File: config.mk
export PLATFORM = sky130hd
export DESIGN_NAME = cpu4Top
export DESIGN_NICKNAME = d
export VERILOG_FILES = /design/src/verilog/cpu4Pkg.sv /design/src/verilog/cpu4CtrlIf.sv /design/src/verilog/cycleSequencer.sv /design/src/verilog/instrDecoder.sv /design/src/verilog/aluUnit.sv /design/src/verilog/datapathRegs.sv /design/src/verilog/programCounter.sv /design/src/verilog/cpu4Top.sv
export VERILOG_INCLUDE_DIRS = /design/src /design/src/verilog
export SDC_FILE = /design/constraint.sdc
export NUM_CORES = 1
export LEC_CHECK = 0
export ABC_CLOCK_PERIOD_IN_PS = 5200
export BUFFER_PORTS_ARGS = -buffer_cell sky130_fd_sc_hd__buf_4
export CAP_MARGIN = 20
export CORE_AREA = 4 4 127 92
export CTS_CLUSTER_DIAMETER = 80
export CTS_CLUSTER_SIZE = 8
export DETAILED_ROUTE_END_ITERATION = 6
export DIE_AREA = 0 0 131 96
export GPL_ROUTABILITY_DRIVEN = 0
export PLACE_DENSITY = 0.83
export SLEW_MARGIN = 5
export SYNTH_ARGS = -nofsm -noshare
export SYNTH_HDL_FRONTEND = slang
export SYNTH_SLANG_ARGS = --single-unit
File: constraint.sdc
create_clock -name clk -period 5.2 [get_ports clk]
set_clock_uncertainty 0.15 [all_clocks]
set_input_delay 0 -clock clk [delete_from_list [all_inputs] [get_ports clk]]
set_output_delay 0 -clock clk [all_outputs]
set_load 0.02 [all_outputs]
File: src/verilog/cpu4_defines.svh
`ifndef CPU4_DEFINES_SVH
`define CPU4_DEFINES_SVH

// Nibble datapath width
`define CPU4_DATA_W 4

// Program counter width
`define CPU4_ADDR_W 12

// Phases per instruction word, A1 through X3
`define CPU4_PHASES 8

// Index register count
`define CPU4_NREGS 16

`endif

File: src/verilog/cpu4Pkg.sv
`default_nettype none

`include "cpu4_defines.svh"

package cpu4Pkg;

    // ==============================
    // Instruction classes, upper nibble
    // ==============================
    typedef enum logic [`CPU4_DATA_W-1:0] {
        opNop  = 4'h0,
        opJcn  = 4'h1,  // Conditional jump, two words
        opJun  = 4'h4,  // Unconditional jump, two words
        opInc  = 4'h6,
        opAdd  = 4'h8,
        opSub  = 4'h9,
        opLd   = 4'hA,
        opXch  = 4'hB,
        opLdm  = 4'hD,
        opFgrp = 4'hF   // Accumulator and carry group
    } opcodeE;

    // F-group subcodes, lower nibble
    typedef enum logic [`CPU4_DATA_W-1:0] {
        fClb = 4'h0,
        fClc = 4'h1,
        fIac = 4'h2,
        fCmc = 4'h3,
        fCma = 4'h4,
        fRal = 4'h5,
        fRar = 4'h6,
        fTcc = 4'h7,
        fDac = 4'h8,
        fTcs = 4'h9,
        fStc = 4'hA
    } fSubopE;

    // ==============================
    // Datapath control encodings
    // ==============================
    typedef enum logic [3:0] {
        aluPassReg, aluPassImm, aluAdd, aluSub, aluInc,
        aluClb, aluIac, aluCma, aluRal, aluRar,
        aluTcc, aluDac, aluTcs
    } aluOpE;

    typedef enum logic {srcReg, srcImm} aluSrcE;  // ALU operand B

    typedef enum logic [1:0] {seqIdle, seqRun, seqDone} seqStateE;

endpackage

`default_nettype wire

File: src/verilog/cpu4CtrlIf.sv
`default_nettype none

`include "cpu4_defines.svh"

interface cpu4CtrlIf;
    import cpu4Pkg::*;

    aluOpE                             aluOp;
    aluSrcE                            aluSrc;
    logic [`CPU4_DATA_W-1:0]           immNibble;   // Opa of the current word
    logic [$clog2(`CPU4_NREGS)-1:0]    regAddr;
    logic                              accWe;
    logic                              regWe;
    logic                              regSrcTemp;  // Register takes temp, for XCH
    logic                              tempWe;
    logic                              carryWe;
    logic                              carryNext;   // Fixed carry value
    logic                              zeroWe;

    modport decoder (output aluOp, aluSrc, immNibble, regAddr, accWe, regWe,
                     regSrcTemp, tempWe, carryWe, carryNext, zeroWe);

    modport datapath (input aluOp, aluSrc, immNibble, regAddr, accWe, regWe,
                      regSrcTemp, tempWe, carryWe, carryNext, zeroWe);

endinterface

`default_nettype wire

File: src/verilog/cycleSequencer.sv
`default_nettype none

`include "cpu4_defines.svh"

module cycleSequencer (
    input  wire                                clk,
    input  wire                                rstN,
    input  wire                                req,
    input  wire  [2*`CPU4_DATA_W-1:0]          instData,
    input  wire                                needImm,
    output logic                               ack,
    output logic [$clog2(`CPU4_PHASES)-1:0]    cycle,
    output logic [2*`CPU4_DATA_W-1:0]          instWord,
    output logic [2*`CPU4_DATA_W-1:0]          immWord,
    output logic                               immActive,
    output logic                               wordEnd
);
    import cpu4Pkg::*;

    localparam logic [$clog2(`CPU4_PHASES)-1:0] lastPhase =
        $clog2(`CPU4_PHASES)'(`CPU4_PHASES - 1);

    seqStateE state;
    logic     immPending;   // Next word is a jump's second byte
    logic     busy;
    logic     accept;

    assign busy    = (state == seqRun);
    assign accept  = (state == seqIdle) && req && !ack;
    assign wordEnd = busy && (cycle == lastPhase);  // X3

    always_ff @(posedge clk or negedge rstN) begin
        if (!rstN) begin
            state      <= seqIdle;
            ack        <= 1'b0;
            cycle      <= '0;
            immPending <= 1'b0;
            immActive  <= 1'b0;
            instWord   <= '0;  // Decodes as NOP
        end else begin
            case (state)
                seqIdle: begin
                    if (accept) begin
                        state      <= seqRun;
                        cycle      <= '0;
                        immActive  <= immPending;
                        immPending <= 1'b0;
                        if (!immPending) begin
                            instWord <= instData;  // Opcode stays put over the second word
                        end
                    end
                end
                seqRun: begin
                    cycle <= cycle + 1'b1;  // Wraps to A1 after X3
                    if (wordEnd) begin
                        state      <= seqDone;
                        ack        <= 1'b1;
                        immPending <= needImm;
                    end
                end
                seqDone: begin
                    if (!req) begin
                        ack   <= 1'b0;
                        state <= seqIdle;
                    end
                end
                default: state <= seqIdle;
            endcase
        end
    end

    // Second byte of a two-word jump
    always_ff @(posedge clk) begin
        if (accept && immPending) begin
            immWord <= instData;
        end
    end

endmodule

`default_nettype wire

File: src/verilog/instrDecoder.sv
`default_nettype none

`include "cpu4_defines.svh"

module instrDecoder (
    input  wire  [2*`CPU4_DATA_W-1:0]          instWord,
    input  wire                                immActive,
    input  wire  [$clog2(`CPU4_PHASES)-1:0]    cycle,
    input  wire                                wordEnd,
    input  wire                                carry,
    input  wire                                zero,
    input  wire                                testFlag,
    cpu4CtrlIf.decoder                         ctrl,
    output logic                               needImm,
    output logic                               pcLoad
);
    import cpu4Pkg::*;

    localparam logic [$clog2(`CPU4_PHASES)-1:0] x1Phase = 3'd5;

    opcodeE                  opcode;
    fSubopE                  fOp;
    logic [`CPU4_DATA_W-1:0] opa;
    logic                    condRaw;
    logic                    condTrue;

    assign opcode = opcodeE'(instWord[2*`CPU4_DATA_W-1:`CPU4_DATA_W]);
    assign opa    = instWord[`CPU4_DATA_W-1:0];
    assign fOp    = fSubopE'(opa);

    // ==============================
    // JCN condition
    // ==============================
    assign condRaw  = (opa[0] & ~testFlag) | (opa[1] & carry) | (opa[2] & zero);
    assign condTrue = opa[3] ? ~condRaw : condRaw;  // Bit 3 inverts

    always_comb begin
        ctrl.aluOp      = aluPassReg;
        ctrl.aluSrc     = srcReg;
        ctrl.immNibble  = opa;
        ctrl.regAddr    = opa;
        ctrl.accWe      = 1'b0;
        ctrl.regWe      = 1'b0;
        ctrl.regSrcTemp = 1'b0;
        ctrl.tempWe     = (cycle == x1Phase);  // Temp takes acc at X1 on every word
        ctrl.carryWe    = 1'b0;
        ctrl.carryNext  = 1'b0;
        ctrl.zeroWe     = 1'b0;
        needImm         = 1'b0;
        pcLoad          = 1'b0;

        case (opcode)
            opJun, opJcn: begin
                if (wordEnd) begin
                    needImm = !immActive;  // First word asks for the address byte
                    pcLoad  = immActive && ((opcode == opJun) || condTrue);
                end
            end
            opInc: begin
                ctrl.aluOp = aluInc;
                ctrl.regWe = wordEnd;  // Flags untouched
            end
            opAdd, opSub: begin
                ctrl.aluOp   = (opcode == opAdd) ? aluAdd : aluSub;
                ctrl.accWe   = wordEnd;
                ctrl.carryWe = wordEnd;
                ctrl.zeroWe  = wordEnd;
            end
            opLd: begin
                ctrl.accWe  = wordEnd;
                ctrl.zeroWe = wordEnd;
            end
            opXch: begin
                ctrl.accWe      = wordEnd;  // Acc gets the register through the ALU
                ctrl.regWe      = wordEnd;
                ctrl.regSrcTemp = 1'b1;
            end
            opLdm: begin
                ctrl.aluOp  = aluPassImm;
                ctrl.aluSrc = srcImm;
                ctrl.accWe  = wordEnd;
                ctrl.zeroWe = wordEnd;
            end
            opFgrp: begin
                case (fOp)
                    fClb: begin
                        ctrl.aluOp   = aluClb;
                        ctrl.accWe   = wordEnd;
                        ctrl.carryWe = wordEnd;
                    end
                    fClc: ctrl.carryWe = wordEnd;
                    fIac, fDac: begin
                        ctrl.aluOp   = (fOp == fIac) ? aluIac : aluDac;
                        ctrl.accWe   = wordEnd;
                        ctrl.carryWe = wordEnd;
                        ctrl.zeroWe  = wordEnd;
                    end
                    fCmc: begin
                        ctrl.carryWe   = wordEnd;
                        ctrl.carryNext = ~carry;
                    end
                    fCma: begin
                        ctrl.aluOp = aluCma;
                        ctrl.accWe = wordEnd;
                    end
                    fRal, fRar: begin
                        ctrl.aluOp   = (fOp == fRal) ? aluRal : aluRar;
                        ctrl.accWe   = wordEnd;
                        ctrl.carryWe = wordEnd;  // Shifted-out bit
                    end
                    fTcc, fTcs: begin
                        ctrl.aluOp   = (fOp == fTcc) ? aluTcc : aluTcs;
                        ctrl.accWe   = wordEnd;
                        ctrl.carryWe = wordEnd;  // Cleared after transfer
                    end
                    fStc: begin
                        ctrl.carryWe   = wordEnd;
                        ctrl.carryNext = 1'b1;
                    end
                    default: ;  // Reserved E and F
                endcase
            end
            default: ;  // Unsupported classes run as NOP
        endcase
    end

endmodule

`default_nettype wire

File: src/verilog/aluUnit.sv
`default_nettype none

`include "cpu4_defines.svh"

module aluUnit (
    cpu4CtrlIf.datapath                   ctrl,
    input  wire  [`CPU4_DATA_W-1:0]       accVal,
    input  wire  [`CPU4_DATA_W-1:0]       regVal,
    input  wire                           carryIn,
    output logic [`CPU4_DATA_W-1:0]       result,
    output logic                          carryOut,
    output logic                          zeroOut
);
    import cpu4Pkg::*;

    logic [`CPU4_DATA_W-1:0] bOp;
    logic [`CPU4_DATA_W:0]   accExt;
    logic [`CPU4_DATA_W:0]   bExt;
    logic [`CPU4_DATA_W:0]   cinExt;

    assign bOp    = (ctrl.aluSrc == srcImm) ? ctrl.immNibble : regVal;
    assign accExt = {1'b0, accVal};
    assign bExt   = {1'b0, bOp};
    assign cinExt = {{`CPU4_DATA_W{1'b0}}, carryIn};

    always_comb begin
        result   = '0;
        carryOut = 1'b0;
        case (ctrl.aluOp)
            aluPassReg, aluPassImm: result = bOp;
            aluAdd: {carryOut, result} = accExt + bExt + cinExt;
            aluSub: begin
                // Carry set afterwards means no borrow
                {carryOut, result} = accExt + {1'b0, ~bOp} + {{`CPU4_DATA_W{1'b0}}, ~carryIn};
            end
            aluIac: {carryOut, result} = accExt + 1'b1;
            aluDac: {carryOut, result} = accExt + {1'b0, {`CPU4_DATA_W{1'b1}}};
            aluInc: result = bOp + 1'b1;
            aluRal: {carryOut, result} = {accVal, carryIn};
            aluRar: {result, carryOut} = {carryIn, accVal};
            aluCma: result = ~accVal;
            aluTcc: result = cinExt[`CPU4_DATA_W-1:0];
            aluTcs: result = carryIn ? 4'd10 : 4'd9;
            aluClb: result = '0;
            default: result = '0;
        endcase
    end

    assign zeroOut = (result == '0);

endmodule

`default_nettype wire

File: src/verilog/datapathRegs.sv
`default_nettype none

`include "cpu4_defines.svh"

module datapathRegs (
    input  wire                           clk,
    input  wire                           rstN,
    cpu4CtrlIf.datapath                   ctrl,
    input  wire  [`CPU4_DATA_W-1:0]       aluResult,
    input  wire                           aluCarry,
    input  wire                           aluZero,
    output logic [`CPU4_DATA_W-1:0]       acc,
    output logic [`CPU4_DATA_W-1:0]       regVal,
    output logic                          carry,
    output logic                          zero
);
    import cpu4Pkg::*;

    logic [`CPU4_DATA_W-1:0] accReg;
    logic [`CPU4_DATA_W-1:0] tempReg;
    logic [`CPU4_DATA_W-1:0] regFile [`CPU4_NREGS];
    logic                    carryReg;
    logic                    zeroReg;
    logic                    useAluCarry;
    logic [`CPU4_DATA_W-1:0] regWrData;

    // Arithmetic and rotates take the ALU carry, the rest a fixed value
    assign useAluCarry = ctrl.aluOp inside {aluAdd, aluSub, aluIac, aluDac, aluRal, aluRar};
    assign regWrData   = ctrl.regSrcTemp ? tempReg : aluResult;

    always_ff @(posedge clk or negedge rstN) begin
        if (!rstN) begin
            accReg   <= '0;
            carryReg <= 1'b0;
            zeroReg  <= 1'b0;
            for (int i = 0; i < `CPU4_NREGS; i++) begin
                regFile[i] <= '0;
            end
        end else begin
            if (ctrl.accWe) accReg <= aluResult;
            if (ctrl.regWe) regFile[ctrl.regAddr] <= regWrData;
            if (ctrl.carryWe) carryReg <= useAluCarry ? aluCarry : ctrl.carryNext;
            if (ctrl.zeroWe) zeroReg <= aluZero;
        end
    end

    // Snapshot of acc at X1
    always_ff @(posedge clk) begin
        if (ctrl.tempWe) begin
            tempReg <= accReg;
        end
    end

    assign acc    = accReg;
    assign regVal = regFile[ctrl.regAddr];
    assign carry  = carryReg;
    assign zero   = zeroReg;

endmodule

`default_nettype wire

File: src/verilog/programCounter.sv
`default_nettype none

`include "cpu4_defines.svh"

module programCounter (
    input  wire                           clk,
    input  wire                           rstN,
    input  wire                           wordEnd,
    input  wire                           pcLoad,
    input  wire  [`CPU4_ADDR_W-1:0]       jumpTarget,
    output logic [`CPU4_ADDR_W-1:0]       pc
);

    logic [`CPU4_ADDR_W-1:0] pcReg;
    logic [`CPU4_ADDR_W-1:0] pcNext;

    // Jump replaces the increment on the same edge
    always_comb begin
        pcNext = pcReg + 1'b1;
        if (pcLoad) begin
            pcNext = jumpTarget;
        end
    end

    always_ff @(posedge clk or negedge rstN) begin
        if (!rstN) begin
            pcReg <= '0;
        end else if (wordEnd) begin  // End of X3
            pcReg <= pcNext;
        end
    end

    assign pc = pcReg;

endmodule

`default_nettype wire

File: src/verilog/cpu4Top.sv
`default_nettype none

`include "cpu4_defines.svh"

module cpu4Top (
    input  wire                           clk,
    input  wire                           rstN,
    input  wire                           req,
    input  wire  [2*`CPU4_DATA_W-1:0]     instData,
    input  wire                           testFlag,
    output logic                          ack,
    output logic [`CPU4_DATA_W-1:0]       acc,
    output logic                          carry,
    output logic                          zero,
    output logic [`CPU4_ADDR_W-1:0]       pc
);
    import cpu4Pkg::*;

    logic [$clog2(`CPU4_PHASES)-1:0] cycle;
    logic [2*`CPU4_DATA_W-1:0]       instWord;
    logic [2*`CPU4_DATA_W-1:0]       immWord;
    logic                            immActive;
    logic                            wordEnd;
    logic                            needImm;
    logic                            pcLoad;
    logic [`CPU4_DATA_W-1:0]         aluResult;
    logic                            aluCarry;
    logic                            aluZero;
    logic [`CPU4_DATA_W-1:0]         regVal;
    logic [`CPU4_ADDR_W-1:0]         pcInc;
    logic [`CPU4_ADDR_W-1:0]         jumpTarget;

    cpu4CtrlIf ctrlBus ();

    // ==============================
    // Jump target
    // ==============================
    assign pcInc      = pc + 1'b1;  // JCN stays in the page after the second word
    assign jumpTarget = (opcodeE'(instWord[2*`CPU4_DATA_W-1:`CPU4_DATA_W]) == opJun)
                      ? {instWord[`CPU4_DATA_W-1:0], immWord}
                      : {pcInc[`CPU4_ADDR_W-1:2*`CPU4_DATA_W], immWord};

    cycleSequencer cycleSequencer_inst (
        .clk(clk), .rstN(rstN), .req(req), .instData(instData), .needImm(needImm),
        .ack(ack), .cycle(cycle), .instWord(instWord), .immWord(immWord),
        .immActive(immActive), .wordEnd(wordEnd)
    );

    instrDecoder instrDecoder_inst (
        .instWord(instWord), .immActive(immActive), .cycle(cycle), .wordEnd(wordEnd),
        .carry(carry), .zero(zero), .testFlag(testFlag), .ctrl(ctrlBus.decoder),
        .needImm(needImm), .pcLoad(pcLoad)
    );

    aluUnit aluUnit_inst (
        .ctrl(ctrlBus.datapath), .accVal(acc), .regVal(regVal), .carryIn(carry),
        .result(aluResult), .carryOut(aluCarry), .zeroOut(aluZero)
    );

    datapathRegs datapathRegs_inst (
        .clk(clk), .rstN(rstN), .ctrl(ctrlBus.datapath), .aluResult(aluResult),
        .aluCarry(aluCarry), .aluZero(aluZero), .acc(acc), .regVal(regVal),
        .carry(carry), .zero(zero)
    );

    programCounter programCounter_inst (
        .clk(clk), .rstN(rstN), .wordEnd(wordEnd), .pcLoad(pcLoad),
        .jumpTarget(jumpTarget), .pc(pc)
    );

endmodule

`default_nettype wire

After elaboration in Yosys (flattened, before gate mapping) --
Index checks and enable logic that the tools add are counted.
Cells by class: shift operators 0, div/mod/pow operators 0, equality and inequality tests 37, reduce and logical (&&, ||, !) cells 33, $lt $le $gt $ge 2, $mul 0, muxes and demuxes 47, add/subtract/negate cells 9, bitwise logic cells 12
Operator list (number):
- $bwmux 64 | 1
- $eq 4x4->1 const B | 14
- $pmux 4 s11 | 1
- $eq 4x3->1 const B | 9
- $mux 12 | 2
- $mux 4 | 6
- $pmux 4 s5 | 1
- $mux 1 | 18
- $bmux 4 s4 | 1
- $demux 4 s4 | 1
- $eq 4x2->1 const B | 4
- $pmux 4 s4 | 1
- $reduce_or 2->1 | 7
- $add 12x1->12 const B | 1
- $eq 4x1->1 const B | 3
- $logic_not 4->1 | 3
- $pmux 1 s2 | 6
- $reduce_and 3->1 | 4
- $add 4x4->5 | 2
- $add 5x1->5 | 2
- $reduce_or 10->1 | 1
- $mux 2 | 4
- $not 4->4 | 2
- $reduce_or 8->1 | 1
- other kinds (28) | 45
Storage, ports and cells: bits in registers 110, bits of input ports 12, output and inout port bits 19, memories 0, latch bits 0, bits in writable memories 0, ROM bits 0, logic and storage cells 168

Depth between registers and ports, before layout --
Gate-level depths: netlist of run 1.
depth after elaboration 11, gate-level depth with buffers 17, depth with buffers taken out 14

Modules after synthesis --
From an unflattened synthesis of run 1, not the netlist that was laid out.
Unflattened totals: cells, all modules 608, area total of the unflattened synthesis 6765.2 um^2
Modules (own cells, without submodules):
- datapathRegs | cells an instance 227, area an instance 3464.6 um^2, instances 1
- aluUnit | cells an instance 129, area an instance 940.9 um^2, instances 1
- cycleSequencer | cells an instance 63, area an instance 939.7 um^2, instances 1
- programCounter | cells an instance 91, area an instance 758.2 um^2, instances 1
- instrDecoder | cells an instance 76, area an instance 471.7 um^2, instances 1
- cpu4Top | cells an instance 22, area an instance 190.2 um^2, instances 1

Least setup slack after synthesis of run 1 --
Ideal clock, no wire load.
path type register to register, start point register cycleSequencer_inst.instWord[0], end point register datapathRegs_inst.regFile[13] in the netlist's numbering, slack 0.980 ns, stages on the path, launching flop included 18, buffers on the path 3, data required time 4.921 ns, arrival time 3.941 ns, clock period less this slack 4.220 ns, path through dfrtp_1 > buf_6 > buf_6 > mux4_2 > mux2_2 > mux2i_1 > o21ai_1 > fa_1 > fa_1 > nand2b_1 > a21oi_1 > a221o_1 > a31oi_1 > o311ai_2 > a211oi_2 > a21o_2 > buf_6 > o21ai_0
On the way: cells in the longest elaborated chain, start to end 11
RTL lines:
- start: declaration | RTL line cycleSequencer.sv:13 | output logic [2*`CPU4_DATA_W-1:0] instWord,
- start signal: assignment | RTL line cycleSequencer.sv:49 | instWord <= instData;
- $not 4->5 (not written as such) | RTL line datapathRegs.sv:41, datapathRegs.sv:55
- $bmux 4 s4 | RTL line datapathRegs.sv:55 | assign regVal = regFile[ctrl.regAddr];
- $mux 4 (not written as such) (2 in series) | RTL line datapathRegs.sv:55
- $mux 4 | RTL line aluUnit.sv:21 | assign bOp = (ctrl.aluSrc == srcImm) ? ctrl.immNibble : regVal;
- $not 4->4 | RTL line aluUnit.sv:34 | {carryOut, result} = accExt + {1'b0, ~bOp} + {{`CPU4_DATA_W{1'b0}}, ~carryIn};
- $add 4x4->5 | RTL line aluUnit.sv:34
- $add 5x1->5 | RTL line aluUnit.sv:34
- $pmux 4 s11 | RTL line aluUnit.sv:29 | case (ctrl.aluOp)
- $mux 4 | RTL line datapathRegs.sv:29 | assign regWrData = ctrl.regSrcTemp ? tempReg : aluResult;
- $bwmux 64 * | RTL line datapathRegs.sv:41 | if (ctrl.regWe) regFile[ctrl.regAddr] <= regWrData;
- end signal: indexed assignment | RTL line datapathRegs.sv:41
- end: declaration | RTL line datapathRegs.sv:21 | logic [`CPU4_DATA_W-1:0] regFile [`CPU4_NREGS];
Mark *: on every way between the ends. The rest lies on a longest branch, timed or not. The select of a mux whose other input is x is not followed. A chain may end at the register's enable or synchronous reset.

Final worst setup path of run 1 --
start point register cycleSequencer_inst.instWord[1], end point register datapathRegs_inst.regFile[38] in the netlist's numbering
Same word-level chain as after synthesis.

==> flow_metrics.env, run 1 <==
export IMPL_post_route_cell_area_sq_mm=0.006817
export IMPL_grt_use_total_pct=25.25
export IMPL_timing_final_setup_violations=0
export IMPL_pin_count_of_the_biggest_net_entering_global_routing=73
export IMPL_crit_path_start_kind="register"
export IMPL_remaining_drc_errors=0
export IMPL_timing_critical_path_required_ps=5240
export IMPL_run_status="complete, no violations"
export IMPL_final_cell_mix="107 x sky130_fd_sc_hd__nand2_1, 98 x sky130_fd_sc_hd__dfrtp_1, 65 x sky130_fd_sc_hd__o21ai_0, 38 x sky130_fd_sc_hd__buf_4, 32 x sky130_fd_sc_hd__nor2_1"
export IMPL_post_cts_resize_count=0
export IMPL_placementRows=31
export IMPL_synth_yosys_seq_area_share_pct=45.68
export IMPL_timing_hold_worst_class="input port to register"
export IMPL_gr_total_overflow=0
export IMPL_hpwl_mm=10.40
export IMPL_timing_max_cap_violations=0
export IMPL_reg2reg_slack_ps=440
export IMPL_r2r_start="cycleSequencer_inst.instWord[1]$_DFFE_PN0P_"
export IMPL_post_drt_via_cell_ratio=6.452
export IMPL_cts_inserted_buffers=9
export IMPL_synth_warnings=0
export IMPL_netlist_area_sq_mm=0.006157
export IMPL_drtPass1Iterations=5
export IMPL_cp_end_kind="register"
export IMPL_p_leak_uw=0.002835
export IMPL_dieArea_sq_mm=0.01258
export IMPL_grt_pass1_wl_mm=24.48
export IMPL_ctsHtreeMaxLevel=3
export IMPL_maxClockFrequency_mhz=210.1
export IMPL_rr_endpoint="datapathRegs_inst.regFile[38]$_DFFE_PN0P_"
export IMPL_syn_area_per_cell_sq_um=10.08
export IMPL_ys_async_sr_fraction_pct=89.09
export IMPL_cts_reportedPaths_clkPinSlew_ps=80
export IMPL_final_max_slew_violation_count=0
export IMPL_timing_critical_path_fanout_max=16
export IMPL_cts_tree="built"
export IMPL_dr_total_vias=5007
export IMPL_worstPathArrival_ps=4800
export IMPL_grt_pass1_vias=4792
export IMPL_drt_iter0_drc=549
export IMPL_place_port_buffers=30
export IMPL_critical_hold_path_startpoint="instData[6]"
export IMPL_dieWidth_um=131
export IMPL_setup_repair_after_global_routing_missed_its_margin="no"
export IMPL_placed_area_sq_mm=0.006396
export IMPL_design_core_area_sq_mm=0.01036
export IMPL_synth_ff_type="sky130_fd_sc_hd__dfrtp_1"
export IMPL_cts_sink_count=110
export IMPL_number_of_flops_mapped_to_enable_cells_by_yosys=12
export IMPL_post_drt_wl_per_cell_um=19.07
export IMPL_ctsLongestPathBuffers=2
export IMPL_final_min_clock_period_ps=4760
export IMPL_slew_limit_headroom_pct=41.01
export IMPL_synth_seq_cells=110
export IMPL_layout_cells_most_common="sky130_fd_sc_hd__nand2_1"
export IMPL_layout_drive_gt1_share_pct=16.46
export IMPL_cell_pwr_density_mw_per_mm2=241.9
export IMPL_postRouteAntennaNets=0
export IMPL_path_class="register to register"
export IMPL_reg2reg_depth=12
export IMPL_timing_final_hold_violations=0
export IMPL_layout_worst_path_cycle_share_pct=91.53
export IMPL_syn_to_final_growth_pct=10.71
export IMPL_clock_root_buffer_master="sky130_fd_sc_hd__clkbuf_16"
export IMPL_postRouteWirelength_mm=14.80
export IMPL_layout_net_count=668
export IMPL_cells_after_synthesis=611
export IMPL_worstHoldPathCells=2
export IMPL_synth_lib_cells_used_distinct=76
export IMPL_n_antenna_cell=0
export IMPL_worst_pin_slew_ps=884.8
export IMPL_worst_ir_drop_vdd_v=0.0001962
export IMPL_clock_latency_ps=350
export IMPL_grt_antenna_before_repair=0
export IMPL_setup_tns_ps=0
export IMPL_chipHeight_um=96
export IMPL_holdPathEnd="cycleSequencer_inst.immWord[6]$_DFFE_PP_"
export IMPL_ioPinCount=31
export IMPL_initial_core_util_pct=59.45
export IMPL_synthesis_nets=640
==> cell usage after synthesis, drive strengths merged (4+ instances only) <==
cell | count | area [sq um]
o22ai | 6 | 43.79
nand2b | 9 | 56.30
xnor2 | 6 | 52.55
mux2i | 7 | 86.33
fa | 4 | 80.08
a211oi | 4 | 35.03
ha | 13 | 162.7
edfxtp | 12 | 360.4
a221o | 7 | 70.07
nand4 | 6 | 37.54
nand3 | 16 | 80.08
buf | 18 | 155.1
nor2 | 32 | 120.1
a31oi | 5 | 31.28
mux4 | 16 | 360.4
xor2 | 5 | 43.79
nor3 | 7 | 35.03
and3 | 7 | 43.79
and2 | 4 | 25.03
o21ai | 95 | 524.3
o31ai | 5 | 51.30
nor3b | 9 | 67.56
clkbuf | 15 | 56.30
mux2 | 10 | 112.6
nor2b | 6 | 40.04
a21oi | 23 | 115.1
nand2 | 107 | 401.6
inv | 15 | 56.30
dfrtp | 98 | 2452
==> where the power goes <==
part | switching [uW] | internal, uW
clock | 330 | 335
sequential | 12.2 | 871
combinational | 62.5 | 38.7
==> critical path, stage by stage (launching register included) <==
cell and delay [ps]:
sky130_fd_sc_hd__dfrtp_1 720, sky130_fd_sc_hd__mux4_2 400, sky130_fd_sc_hd__mux2_2 300, sky130_fd_sc_hd__mux2i_1 190
sky130_fd_sc_hd__o21ai_1 190, sky130_fd_sc_hd__fa_1 480, sky130_fd_sc_hd__fa_1 410, sky130_fd_sc_hd__mux2i_1 200
sky130_fd_sc_hd__xnor2_1 150, sky130_fd_sc_hd__o32ai_1 120, sky130_fd_sc_hd__or4_4 470, sky130_fd_sc_hd__mux2i_4 560
sky130_fd_sc_hd__o21ai_0 240
==> sequential cells by signal (all words and copies together), names as in the netlist <==
name / count
cycleSequencer_inst.ack: 1
cycleSequencer_inst.cycle: 3
cycleSequencer_inst.immActive: 1
cycleSequencer_inst.immPending: 1
cycleSequencer_inst.immWord: 8
cycleSequencer_inst.instWord: 8
cycleSequencer_inst.state: 2
datapathRegs_inst.acc: 4
datapathRegs_inst.carry: 1
datapathRegs_inst.regFile: 64
datapathRegs_inst.tempReg: 4
datapathRegs_inst.zero: 1
programCounter_inst.pc: 12
==> cell type report <==
cell class              instances  area, sq um
multi-input cells             453         3077
repair buffers                 50        415.4
clock inverters                 7        65.06
clock buffers                   9        225.2
inverters                      15        56.30
well taps                     132        165.2
flip-flops and latches        110         2813
fillers                       769         3540
==> per-layer routing <==
layer	GRT usage (%)	wire length, um	up-vias
li1	-	-	2276
met1	37.12	6598	2456
met2	37.92	6722	244
met3	5.768	1254	31
met4	6.849	227	0
met5	0	0	-
==> repair_timing <==
action / in CTS / in global routing
hold buffers: 12 / 0
endpoints found under the hold margin: 44 / 0
setup buffers: 0 / 0
==> per-stage QoR <==
stage	util, %	power (uW)	std cells	setup slack [ps]	hold slack, ps
2_1_floorplan	-	957.0	611	980.3	-445.6
3_3_place_gp	61.76	988.6	748	662.1	-208.8
3_5_place_dp	61.76	991.1	748	479.3	-202.3
4_1_cts	65.82	1662	776	430.3	213.8
5_1_grt	65.82	1710	776	199.0	232.0
6_report	65.82	1649	776	440.5	226.0
==> cells by family after synthesis <==
logic type | Yosys count | synth area share (%)
AOI/OAI and AO/OA | 170 | 17.80
xor gates and xnor gates | 11 | 1.565
adders and majority gates | 17 | 3.942
buffers and inverters | 48 | 4.349
DFF | 110 | 45.68
muxes | 33 | 9.084
and+or+nand+nor | 222 | 17.58
==> how the worst max path moves through the flow <==
stage,startpoint,end,cells after the start
CTS,cycleSequencer_inst.instWord[0]$_DFFE_PN0P_,datapathRegs_inst.regFile[38]$_DFFE_PN0P_,12
global placement,cycleSequencer_inst.instWord[0]$_DFFE_PN0P_,datapathRegs_inst.regFile[30]$_DFFE_PN0P_,12
floorplan,cycleSequencer_inst.instWord[0]$_DFFE_PN0P_,datapathRegs_inst.regFile[13]$_DFFE_PN0P_,17
global route,cycleSequencer_inst.instWord[0]$_DFFE_PN0P_,datapathRegs_inst.regFile[38]$_DFFE_PN0P_,12
detailed placement,cycleSequencer_inst.instWord[0]$_DFFE_PN0P_,datapathRegs_inst.regFile[38]$_DFFE_PN0P_,12
finish,cycleSequencer_inst.instWord[1]$_DFFE_PN0P_,datapathRegs_inst.regFile[38]$_DFFE_PN0P_,12
(Power assumes the default switching activity.)
==> run 2: changes to the inputs <==
- RECOVER_POWER: not set -> 25
==> run 2 against run 1 <==
Setup slack lost 59 ps. Design area fell by 1.5%. Critical path depth unchanged. Highest routed layer unchanged. Largest power group unchanged. Count of clock-buffer cells in the layout did not move.
==> flow_metrics.env, run 2 (synthesis results as in run 1) <==
export IMPL_path_class="register to register"
export IMPL_ctsLongestPathBuffers=2
export IMPL_cts_inserted_buffers=9
export IMPL_syn_to_final_growth_pct=9.043
export IMPL_critical_path_top_delay_family="multiplexers"
export IMPL_timing_critical_path_required_ps=5240
export IMPL_initial_core_util_pct=59.45
export IMPL_crit_path_start_kind="register"
export IMPL_drt_iter0_drc=523
export IMPL_n_fill_cell=804
export IMPL_layout_drive_gt1_share_pct=12.73
export IMPL_use_met2_pct=37.92
export IMPL_drtPass1Iterations=5
export IMPL_timing_critical_path_fanout_max=21
export IMPL_cell_pwr_density_mw_per_mm2=245.6
export IMPL_postRouteAntennaNets=0
export IMPL_grt_pass1_vias=4792
export IMPL_design_core_area_sq_mm=0.01036
export IMPL_run_status="complete, no violations"
export IMPL_chipHeight_um=96
export IMPL_setup_tns_ps=0
export IMPL_slowest_delay_ps=720
export IMPL_p_leak_uw=0.002733
export IMPL_timing_max_cap_violations=0
export IMPL_ctsHtreeMaxLevel=3
export IMPL_maxClockFrequency_mhz=207.5
export IMPL_post_cts_resize_count=0
export IMPL_worstPathArrival_ps=4860
export IMPL_final_cell_mix="107 x sky130_fd_sc_hd__nand2_1, 98 x sky130_fd_sc_hd__dfrtp_1, 65 x sky130_fd_sc_hd__o21ai_0, 32 x sky130_fd_sc_hd__nor2_1, 24 x sky130_fd_sc_hd__clkbuf_1"
export IMPL_dieArea_sq_mm=0.01258
export IMPL_most_congested_layer_reported_by_global_routing="met2"
export IMPL_post_drt_wl_per_cell_um=19.16
export IMPL_cp_end_kind="register"
export IMPL_timing_final_hold_violations=0
export IMPL_gr_total_overflow=0
export IMPL_dr_total_vias=4976
export IMPL_dieWidth_um=131
export IMPL_layout_net_count=668
export IMPL_cts_reportedPaths_clkPinSlew_ps=80
export IMPL_largest_reg_flops=64
export IMPL_critical_path_slowest_cell="sky130_fd_sc_hd__dfrtp_1"
export IMPL_pin_count_of_the_biggest_net_entering_global_routing=73
export IMPL_ioPinCount=31
export IMPL_hold_worst_slack_ps=244.9
export IMPL_cts_tree="built"
export IMPL_max_flop_register="datapathRegs_inst.regFile"
export IMPL_slew_limit_headroom_pct=6.075
export IMPL_postLayoutCoreUtil_pct=64.83
export IMPL_critical_path_n_buffers_inverters=1
export IMPL_cts_sink_count=110
export IMPL_hpwl_mm=10.40
export IMPL_place_port_buffers=30
export IMPL_remaining_drc_errors=0
export IMPL_final_min_clock_period_ps=4819
export IMPL_grtUsageMet1_pct=37.12
export IMPL_placementRows=31
export IMPL_setup_repair_after_global_routing_missed_its_margin="no"
export IMPL_timing_final_setup_violations=0
export IMPL_crit_chain="buf_4, mux4_2, a22o_1, nor3_1, a21oi_1, fa_1, mux2i_1, xnor2_1, o32ai_1, or4_4, mux2i_4, o21ai_0"
export IMPL_layout_worst_path_cycle_share_pct=92.67
export IMPL_layout_cells_most_common="sky130_fd_sc_hd__nand2_1"
export IMPL_worst_pin_slew_ps=1409
export IMPL_postRouteWirelength_mm=14.87
export IMPL_n_antenna_cell=0
export IMPL_global_route_usage_met3_pct=5.768
export IMPL_final_max_slew_violation_count=0
export IMPL_clock_latency_ps=350
export IMPL_clock_root_buffer_master="sky130_fd_sc_hd__clkbuf_16"
export IMPL_power_total_uw=1649
export IMPL_post_drt_via_cell_ratio=6.412
export IMPL_worst_ir_drop_vdd_v=0.0001974
export IMPL_grt_use_total_pct=25.25
export IMPL_grt_antenna_before_repair=0
export IMPL_grt_pass1_wl_mm=24.48
export IMPL_timing_hold_worst_class="input port to register"
run 2: cell types whose count changed in the layout (fill, tap and decap cells not counted):
cell	change
sky130_fd_sc_hd__clkbuf_4	+4
sky130_fd_sc_hd__buf_12	-1
sky130_fd_sc_hd__and2_1	-1
sky130_fd_sc_hd__clkbuf_1	+24
sky130_fd_sc_hd__buf_4	-27
sky130_fd_sc_hd__and2_0	+1
run 2: power by group:
group / switching, uW / internal, uW
sequential: 12.2 / 871
combinational: 62.4 / 35.5
clock: 333 / 335
total: 407 / 1240
run 2: per-layer routing:
layer	share of wire, %	routed length (um)
met1	45	6697
met2	45	6693
met3	8.6	1273
met4	1.4	201
met5	0	0
run 2: path summary, 6_finish.rpt:
check | endpoint | slack [ps] | depth (start not counted) | from
worst max-delay path | datapathRegs_inst.regFile[38]$_DFFE_PN0P_ | 380 | 12 | cycleSequencer_inst.instWord[1]$_DFFE_PN0P_
worst min-delay path | cycleSequencer_inst.immWord[6]$_DFFE_PP_ | 240 | 2 | instData[6]
worst max register to register | datapathRegs_inst.regFile[38]$_DFFE_PN0P_ | 380 | 12 | cycleSequencer_inst.instWord[1]$_DFFE_PN0P_
worst min register to register | datapathRegs_inst.regFile[21]$_DFFE_PN0P_ | 330 | 2 | datapathRegs_inst.regFile[21]$_DFFE_PN0P_
max in group asynchronous | cycleSequencer_inst.cycle[2]$_DFFE_PN0P_ | 2990 | 4 | rstN
min in group asynchronous | datapathRegs_inst.regFile[22]$_DFFE_PN0P_ | 910 | 4 | rstN
run 2: through the flow:
step	instances	instance area (sq um)	worst slack (ps)
after floorplan	611	6157	980.3
after global routing	776	6714	199.0
after CTS	776	6817	430.3
after global placement	748	6396	662.1
after detailed placement	748	6396	479.3
final	776	6714	381.2
run 2: cell type report:
cell class | count | area [sq um] | share of cell area [%]
Timing Repair Buffer | 50 | 312.8 | 4.659
Clock buffer | 9 | 225.2 | 3.354
Multi-Input combinational cell | 453 | 3077 | 45.83
Sequential cell | 110 | 2813 | 41.89
Inverter | 15 | 56.30 | 0.8386
Tap cell | 132 | 165.2 | 2.460
Clock inverter | 7 | 65.06 | 0.9691
run 2: worst register-to-register path: cells and delay by family, from the launching register on:
kind	cells	cell delay [ps]
compound gates	4	850
xor+xnor	1	160
mux	3	1140
buf+inv	1	380
simple gates	2	740
flops	1	720
fa+ha+maj	1	500
run 2: what timing repair did:
item | in CTS | in global routing
endpoints found under the hold margin | 44 | 0
hold buffers | 12 | 0
buffers inserted | 0 | 0
